--- config.mk ---
export PLATFORM = sky130hd
export DESIGN_NAME = itlb
export DESIGN_NICKNAME = d
export VERILOG_FILES = /design/src/mem_bus_pkg.sv /design/src/fetch_pkg.sv /design/src/itlb.sv
export VERILOG_INCLUDE_DIRS = /design/src /design/src/src
export SDC_FILE = /design/constraint.sdc
export NUM_CORES = 1
export LEC_CHECK = 0
export ABC_AREA = 1
export BUFFER_PORTS_ARGS = -buffer_cell sky130_fd_sc_hd__clkbuf_2
export CELL_PAD_IN_SITES_DETAIL_PLACEMENT = 0
export CELL_PAD_IN_SITES_GLOBAL_PLACEMENT = 1
export CORE_ASPECT_RATIO = 0.7
export CORE_MARGIN = 5
export CORE_UTILIZATION = 42
export DETAILED_ROUTE_END_ITERATION = 10
export GPL_TIMING_DRIVEN = 0
export PLACE_DENSITY = 0.77
export SYNTH_ARGS = -nofsm -noshare
export SYNTH_HDL_FRONTEND = slang
export SYNTH_SLANG_ARGS = --single-unit
--- constraint.sdc ---
create_clock -name clk -period 3.8 [get_ports clk]
set_input_delay 0.38 -clock clk [delete_from_list [all_inputs] [get_ports clk]]
set_output_delay 0.38 -clock clk [all_outputs]
set_load 0.05 [all_outputs]
--- src/fetch_config.svh ---
`ifndef FETCH_CONFIG_SVH
`define FETCH_CONFIG_SVH

// Address and data widths
`define FETCH_ADDR_WIDTH 32
`define FETCH_BUS_WIDTH 64
`define FETCH_INSTR_WIDTH 32

// 4 KB pages, one-level table
`define FETCH_PAGE_BITS 12

// 8-entry direct-mapped TLB
`define FETCH_TLB_INDEX_BITS 3

// 16 lines of 4 bus words each
`define FETCH_LINE_WORDS 4
`define FETCH_CACHE_INDEX_BITS 4

`endif

--- src/mem_bus_pkg.sv ---
package mem_bus_pkg;

  // Master currently holding the shared Wishbone port
  typedef enum logic [1:0] {
    OWNER_NONE,
    OWNER_TLB,
    OWNER_CACHE
  } bus_owner_t;

  // Phase of one master's read traffic
  typedef enum logic {
    BUS_IDLE,
    BUS_WAIT_ACK
  } bus_cycle_t;

endpackage

--- src/fetch_pkg.sv ---
package fetch_pkg;

  typedef enum logic [1:0] {
    FETCH_TRANSLATE,  // Waiting on the TLB
    FETCH_READ,       // Waiting on the cache
    FETCH_HOLD        // Output parked for decode
  } fetch_state_t;

  typedef enum logic [1:0] {
    XLATE_LOOKUP,
    XLATE_WALK,
    XLATE_FILL
  } xlate_state_t;

  typedef enum logic [1:0] {
    FILL_LOOKUP,
    FILL_BUS,
    FILL_DONE
  } fill_state_t;

endpackage

--- src/itlb.sv ---
`timescale 1ns/1ps
`include "fetch_config.svh"

module itlb (
  input  logic                         clk,
  input  logic                         reset,
  input  logic [`FETCH_ADDR_WIDTH-1:0] ptbr,
  input  logic                         xlate_req,
  input  logic [`FETCH_ADDR_WIDTH-1:0] vaddr,
  input  logic                         flush,
  input  logic                         wb_ack,
  input  logic [`FETCH_BUS_WIDTH-1:0]  wb_dat_i,
  output logic                         xlate_done,
  output logic                         xlate_fault,
  output logic [`FETCH_ADDR_WIDTH-1:0] paddr,
  output logic                         wb_cyc,
  output logic                         wb_stb,
  output logic [`FETCH_ADDR_WIDTH-1:0] wb_adr
);
  import fetch_pkg::*;
  import mem_bus_pkg::*;

  localparam int VPN_BITS = `FETCH_ADDR_WIDTH - `FETCH_PAGE_BITS;
  localparam int TAG_BITS = VPN_BITS - `FETCH_TLB_INDEX_BITS;
  localparam int ENTRIES = 1 << `FETCH_TLB_INDEX_BITS;

  logic [ENTRIES-1:0]  valid;
  logic [TAG_BITS-1:0] tag_mem [ENTRIES];
  logic [VPN_BITS-1:0] frame_mem [ENTRIES];

  xlate_state_t state;
  bus_cycle_t   bus_phase;

  logic [`FETCH_ADDR_WIDTH-1:0]    req_vaddr;  // Address under translation
  logic                            pte_valid;
  logic [VPN_BITS-1:0]             pte_frame;
  logic [VPN_BITS-1:0]             vpn;
  logic [VPN_BITS-1:0]             req_vpn;
  logic [`FETCH_TLB_INDEX_BITS-1:0] idx;
  logic [`FETCH_TLB_INDEX_BITS-1:0] req_idx;
  logic                            hit;

  assign vpn     = vaddr[`FETCH_ADDR_WIDTH-1:`FETCH_PAGE_BITS];
  assign idx     = vpn[`FETCH_TLB_INDEX_BITS-1:0];
  assign hit     = valid[idx] && (tag_mem[idx] == vpn[VPN_BITS-1:`FETCH_TLB_INDEX_BITS]);
  assign req_vpn = req_vaddr[`FETCH_ADDR_WIDTH-1:`FETCH_PAGE_BITS];
  assign req_idx = req_vpn[`FETCH_TLB_INDEX_BITS-1:0];

  // One 8-byte entry per virtual page
  assign wb_adr = ptbr + {{(`FETCH_ADDR_WIDTH-VPN_BITS-3){1'b0}}, req_vpn, 3'b000};
  assign wb_cyc = (bus_phase == BUS_WAIT_ACK);
  assign wb_stb = wb_cyc;

  always_ff @(posedge clk) begin
    if (reset) begin
      state       <= XLATE_LOOKUP;
      bus_phase   <= BUS_IDLE;
      valid       <= '0;
      xlate_done  <= 1'b0;
      xlate_fault <= 1'b0;
    end else begin
      xlate_done <= 1'b0;
      case (state)
        XLATE_LOOKUP: begin
          if (xlate_req && hit) begin
            xlate_done  <= 1'b1;
            xlate_fault <= 1'b0;
          end else if (xlate_req) begin
            state     <= XLATE_WALK;
            bus_phase <= BUS_WAIT_ACK;
          end
        end
        XLATE_WALK: begin
          if (wb_ack) begin
            state     <= XLATE_FILL;
            bus_phase <= BUS_IDLE;
          end
        end
        XLATE_FILL: begin
          if (pte_valid)
            valid[req_idx] <= 1'b1;
          xlate_done  <= 1'b1;
          xlate_fault <= !pte_valid;  // Invalid entry is never cached
          state       <= XLATE_LOOKUP;
        end
        default: state <= XLATE_LOOKUP;
      endcase
      if (flush)
        valid <= '0;
    end
  end

  // Entry arrays and translation result
  always_ff @(posedge clk) begin
    if (state == XLATE_LOOKUP && xlate_req) begin
      req_vaddr <= vaddr;
      paddr     <= {frame_mem[idx], vaddr[`FETCH_PAGE_BITS-1:0]};
    end
    if (state == XLATE_WALK && wb_ack) begin
      pte_valid <= wb_dat_i[0];
      pte_frame <= wb_dat_i[`FETCH_ADDR_WIDTH-1:`FETCH_PAGE_BITS];
    end
    if (state == XLATE_FILL) begin
      paddr <= {pte_frame, req_vaddr[`FETCH_PAGE_BITS-1:0]};
      if (pte_valid) begin
        tag_mem[req_idx]   <= req_vpn[VPN_BITS-1:`FETCH_TLB_INDEX_BITS];
        frame_mem[req_idx] <= pte_frame;
      end
    end
  end

endmodule

==> metrics, run 1 <==
status complete, no violations; Post-synth ARST share 0%; Top delay family on crit path simple AND/OR/NAND/NOR gates; Vias/cell 5.29; Final Power 10.2 mW; fmax 279 MHz; Switching Power between 2 and 3 mW; worst-case clock buffer depth 3; All-Layer GR Usage 20.8%; core area 39,500 µm²; slowest stage cell, crit path edfxtp_1; Final Wtd Congestion between 0.8 and 0.9; num rows 61; Die ar. 44,000 µm²; P_int around 7.5 mW; placed inst area 18,600 µm²; critical path arrival ~3.2 ns; CTS sink count 394; worst skew pair latency around 0.54 ns; number of synthesized flops with an enable pin between 300 and 400; CTS tree built; minimum clock period 3.58 ns; sequential share of power 48.9%; H-tree depth 2; initial core utilization 42.4%; area leader, netlist edfxtp_1; Gate power share between 10% and 20%; reg-to-reg slack, setup about 0.9 ns; Ports 201; sequential share of the synthesized area between 60% and 70%; commonest non-fill, non-tap cell in the layout edfxtp_1; Post-synth top flop edfxtp_1; Yosys top cell area share 68.3%; TritonCTS Buffers 39; Clock Skew about 0.016 ns; Leakage roughly 7.8 nW; Starting DRT DRC Count 1,194; HP Class primary input to register; Power Dens Cells 509 nW/µm²; Slew @ Worst Pin between 0.9 and 1 ns; Final HPWL DP 32,000 µm; final wirelength 46,900 µm; Buffers on Ports 154; Slew headroom 39.2%; Final Instance Area 20,000 µm²; Mapped Cells 1,449; Netlist cell types 35; switching part of the total between 20% and 30%; final slew viol count 0; crit-path most repeated cell nand2_1; DRC 0; Post-Syn Nets approximately 1,600; GRT Residual Overflow 0; layout cell share with drive strength beyond 1 around 17%; vias 11,800; final hold vios 0; worst vdd ir around 0.27 mV; vias in the first global route 11,500; Nets roughly 1,800; CP cell instances ha_1 > nand2_1 > nor4_2 > nand4_1 > nand3_1 > nand2_1 > o21ai_0 > nand2_1 > xor2_1 > clkbuf_2; largest net degree at the start of global routing 27; Ys Warns 0; area of the mapped netlist 16,800 µm²; area growth from synthesis to layout 19.6%; Detail Route Antenna Nets 0; clk slew on worst S/H paths 0.06 ns; CP peak stage delay 0.54 ns; Wirelength per Cell 20.9 µm; die width 249 µm; Critical Path Fanout Max 7; RSZ-0062 raised after global routing no; WP data required 3.42 ns; Buf/Inv on CP 1; commonest cells after routing, fill and taps aside edfxtp_1 (381), nand2_1 (321), nor2_1 (162); Tcrit/Tclk final a little over nine tenths; initial antenna violation count 0; first-pass GRT wire length 70,000 µm; Worst setup EP type primary output; syn avg cell area 11.6 µm²; final setup fails 0; leading post-synthesis cells by cell area edfxtp_1 (68%), nand2_1 (7.2%), nor2_1 (3.8%); DRT Pass-1 Iters 6; clock share of power 38.1%; flops & latches, synth 394; number of max-cap violations 0; filler instances 3,578; die extent in y approximately 180 µm; Setup CP Type register to primary output; diodes inserted 0; Setup crit start kind register; Post-Route Setup TNS 0 ns; CTS root buf clkbuf_16
-- cells in the mapped netlist, types with 7 or more instances --
| library cell | instances |
|---|---|
| buf_2 | 12 |
| nor2_1 | 169 |
| edfxtp_1 | 381 |
| nand2_1 | 321 |
| ha_1 | 20 |
| nand3_1 | 105 |
| a21oi_1 | 31 |
| xnor2_1 | 10 |
| o221ai_1 | 37 |
| o21ai_1 | 11 |
| clkbuf_1 | 36 |
| nand3b_1 | 10 |
| buf_4 | 7 |
| buf_6 | 11 |
| xor2_1 | 16 |
| inv_1 | 112 |
| nor3_1 | 8 |
| dfxtp_1 | 13 |
| o21ai_0 | 102 |
-- through the flow --
step           hold slack, ns  std cells  setup slack [ns]  util, %
3_3_place_gp            0.450       2138             -2.92     46.0
2_1_floorplan           0.435       1449            0.0647        -
6_report               0.0199       2238             0.221     50.7
4_1_cts              0.000398       2234            0.0399     50.6
5_1_grt               0.00664       2238           0.00961     50.7
3_5_place_dp            0.457       2156             0.634     47.2
-- flip-flops by register name, summed over array words and instances (netlist names) --
name and cells:
pte_frame 20, xlate_fault 1, wb_cyc 1, paddr 32
valid 8, xlate_done 1, pte_valid 1, tag_mem 136
frame_mem 160, state 2, req_vaddr 32
-- routing by layer --
| metal | global-route usage, % | share of wire [%] | wire, µm | vias to the layer above |
|---|---|---|---|---|
| met1 | 32.7 | 48 | 22400 | 5802 |
| met2 | 30.7 | 43 | 20200 | 477 |
| met3 | 3.38 | 7.6 | 3570 | 56 |
| li1 | - | - | - | 5509 |
| met4 | 4.04 | 1.5 | 702 | 0 |
| met5 | 0 | 0 | 0 | - |
-- power by group through the flow --
stage / Sequential, mW / Clock (mW) / Combinational (mW)
6_report: 4.99 / 3.89 / 1.32
5_1_grt: 5.00 / 4.13 / 1.42
4_1_cts: 5.00 / 3.94 / 1.31
3_5_place_dp: 5.09 / 0 / 1.30
3_3_place_gp: 5.09 / 0 / 1.27
2_1_floorplan: 5.19 / 0 / 0.752
-- final cells by class --
type	instances	area, µm²	share of cell area (%)
Inverter	115	432	2.15
Sequential cell	394	11700	58.4
Buffer	69	383	1.91
Clock inverter	20	215	1.07
Multi-Input combinational cell	871	4340	21.6
Clock buffer	51	1060	5.30
Timing Repair Buffer	183	1240	6.18
Tap cell	535	669	3.34
-- logic make-up after synthesis --
family                   Yosys count  synth area share, %
XOR/XNOR                          26                 1.36
flip-flops                       394                 69.8
buffers and inverters            184                 4.86
AO/OA/AOI/OAI                    202                 7.16
adder cells (fa/ha/maj)           21                 1.61
AND/OR/NAND/NOR                  622                 15.2
-- path summary, 6_finish.rpt --
check | start | endpoint | cells past startpoint
min | wb_dat_i[31] | pte_frame[19] | 1
max | req_vaddr[28] | wb_adr[29] | 10
max reg2reg | state[0] | frame_mem[3][11] | 7
min reg2reg | xlate_fault | xlate_fault | 2
-- what timing repair did --
item                       4_1_cts  5_1_grt
hold buffers                     7        0
setup endpoints to repair        0        3
hold endpoints to repair         7        0
setup buffers                    0        4
gates resized for setup          0        3
Power figures use the tool's default switching activity.
==> inputs of run 2 (changes only) <==
--- a/config.mk
+++ b/config.mk
@@ -12,10 +12,11 @@
 export CELL_PAD_IN_SITES_GLOBAL_PLACEMENT = 1
 export CORE_ASPECT_RATIO = 0.7
 export CORE_MARGIN = 5
-export CORE_UTILIZATION = 42
+export CORE_UTILIZATION = 44
+export CTS_BUF_LIST = sky130_fd_sc_hd__clkbuf_4 sky130_fd_sc_hd__clkbuf_8
 export DETAILED_ROUTE_END_ITERATION = 10
 export GPL_TIMING_DRIVEN = 0
-export PLACE_DENSITY = 0.77
+export PLACE_DENSITY = 0.8
 export SYNTH_ARGS = -nofsm -noshare
 export SYNTH_HDL_FRONTEND = slang
 export SYNTH_SLANG_ARGS = --single-unit
==> run 2 against run 1 <==
Sequential power hardly changed. Design area is 0.97% higher. Wire length hardly changed. Largest power group unchanged. First-iteration DRC count is 4.6% higher. Die area is 4.3% lower.
==> metrics, run 2 (synthesis gave the netlist of run 1 again) <==
status complete, no violations; number of max-cap violations 0 (unchanged); Post-Route Setup TNS 0 ns (unchanged); core area 37,400 µm² (-5.5%); max FFs per register 160 (unchanged); Starting DRT DRC Count 1,249 (+4.6%); die width 243 µm (-2.2%); CP cell instances ha_1 > nand2_1 > nor4_2 > nand4_1 > nand3_1 > nand2_1 > o21ai_0 > nand2_1 > xor2_1 > clkbuf_2; CTS root buf clkbuf_8; Vias/cell 5.32 (+0.44%); CTS tree built; P_int 6.98 mW (-7.0%); commonest cells after routing, fill and taps aside edfxtp_1 (381), nand2_1 (321), nor2_1 (162); initial antenna violation count 0 (unchanged); GRT Residual Overflow 0 (unchanged); Leakage 7.92 nW (+1.9%); slowest stage cell, crit path edfxtp_1; fmax 283 MHz (+1.3%); CTS sink count 394 (unchanged); vias 12,100 (+1.9%); TritonCTS Buffers 58 (+49%); Die ar. 42,100 µm² (-4.3%); final slew viol count 0 (unchanged); H-tree depth 2 (unchanged); Final Wtd Congestion 0.841 (-0.90%); All-Layer GR Usage 21.7% (+0.89 points); reg-to-reg slack, setup 0.98 ns (+0.08 ns); Post-Place Cells 2,108 (-2.2%); reg2reg path depth 9 (+2); num rows 59 (-3.3%); final wirelength 46,800 µm (about the same); Setup crit start kind register; register name with the most flops frame_mem; Switching Power 2.69 mW (-0.50%); layout cell share with drive strength beyond 1 17.8% (+1.2 points); final hold vios 0 (unchanged); DRC 0 (unchanged); worst skew pair latency 0.62 ns (+0.08 ns); RSZ-0062 raised after global routing no; Gate power share 14.2% (+1.3 points); worst vdd ir 0.281 mV (+2.7%); clk slew on worst S/H paths 0.07 ns (about the same); critical path arrival 3.15 ns (-0.05 ns); vias in the first global route 11,800 (+2.9%); switching part of the total 27.8% (+1.3 points); Final HPWL DP 31,200 µm (-2.4%); Ports 201 (unchanged); DRT Pass-1 Iters 5 (-1); Setup CP Type register to primary output; die extent in y 173 µm (-2.2%); minimum clock period 3.53 ns (-0.0464 ns); reg-to-reg startpoint state[0]; Wirelength per Cell 20.6 µm (-1.5%); fin cells 2,271 (+1.5%); WP data required 3.42 ns (about the same); clock share of power 34.2% (-3.9 points); Slew headroom 34.4% (-4.8 points); Buffers on Ports 154 (unchanged); diodes inserted 0 (unchanged); min-delay src vaddr[12]; area growth from synthesis to layout 20.8%; Slew @ Worst Pin 0.978 ns (+0.0660 ns); hold-critical path depth 1 (unchanged); Power Dens Cells 478 nW/µm² (-6.2%); initial core utilization 44.8% (+2.5 points); Critical Path Fanout Max 9 (+2); HP Class primary input to register; Tcrit/Tclk final 93.0% (-1.2 points); first-pass GRT wire length 70,500 µm (+0.75%); Nets 1,891 (+3.5%); Clock Skew 0.0194 ns (+0.00366 ns); final setup fails 0 (unchanged); Hold Path Sink req_vaddr[12]; crit-path most repeated cell nand2_1; final core utilization 54.2% (+3.5 points); Worst R2R End tag_mem[0][16]; largest net degree at the start of global routing 27 (unchanged); CP peak stage delay 0.55 ns (about the same); worst-case clock buffer depth 3 (unchanged); sequential share of power 51.7% (+2.8 points); commonest non-fill, non-tap cell in the layout edfxtp_1; Detail Route Antenna Nets 0 (unchanged); Top Registers frame_mem x160, tag_mem x136; Worst setup EP type primary output
==> run 2: changes by cell type in the layout (fill, tap and decap cells not counted), moves of 3 or more <==
cell,change
clkbuf_1,-9
clkinv_2,+3
clkbuf_8,+57
clkbuf_16,-40
clkbuf_4,+19
clkinv_1,+10
dlygate4sd3_1,+44
bufinv_16,-3
==> run 2: area by class of cell <==
cell class / instances / area, µm²
Fill cell: 3224 / 17100
Sequential cell: 394 / 11700
Multi-Input combinational cell: 871 / 4340
Timing Repair Buffer: 228 / 1660
Clock buffer: 78 / 955
Tap cell: 488 / 611
Inverter: 115 / 432
Buffer: 69 / 383
Clock inverter: 28 / 159
==> run 2: how the worst max path moves through the flow <==
stage	startpoint	endpoint	slack (ns)	cells after the start
floorplan	state[0]	xlate_fault	0.06	9
global placement	state[0]	xlate_fault	-2.68	9
detailed placement	req_vaddr[29]	wb_adr[29]	0.75	10
CTS	req_vaddr[29]	wb_adr[29]	0.08	10
global route	req_vaddr[19]	wb_adr[19]	0.02	10
finish	req_vaddr[28]	wb_adr[29]	0.27	10
==> run 2: per-stage QoR <==
step	hold slack, ns	power, mW	setup WS (ns)	cell area, µm²
6_report	0.0597	9.67	0.268	20200
5_1_grt	0.0265	10.0	0.0191	20200
2_1_floorplan	0.435	5.94	0.0647	16800
4_1_cts	0.0232	9.71	0.0789	20200
3_5_place_dp	0.455	6.39	0.749	18500
3_3_place_gp	0.445	6.36	-2.68	18100
==> run 2: power by group through the flow <==
stage | registers (mW) | clock network, mW | logic, mW
finish | 4.99 | 3.31 | 1.37
global route | 5.00 | 3.57 | 1.47
CTS | 5.00 | 3.36 | 1.35
detailed placement | 5.09 | 0 | 1.30
global placement | 5.09 | 0 | 1.26
floorplan | 5.19 | 0 | 0.752
==> run 2: routing by layer <==
layer,up-vias,part of all wire (%),track usage [%]
met4,0,1.8,4.89
met3,72,9.5,4.42
met5,-,0,0
li1,5640,-,-
met1,5802,46,33.4
met2,558,43,31.9
==> run 2: timing repair <==
action	CTS	global route
resized for setup	0	3
hold buffers	51	0
endpoints found under the hold margin	54	0
setup buffers	0	6
endpoints found under the setup margin	0	7
==> run 2: worst max-delay path: cells and delay by family (launching register included) <==
family                     cells  cell delay (ns)
AOI/OAI and AO/OA              1             0.11
xor gates and xnor gates       1             0.15
adders and majority gates      1             0.46
buffers and inverters          1             0.30
DFF                            1             0.55
and+or+nand+nor                6             0.97
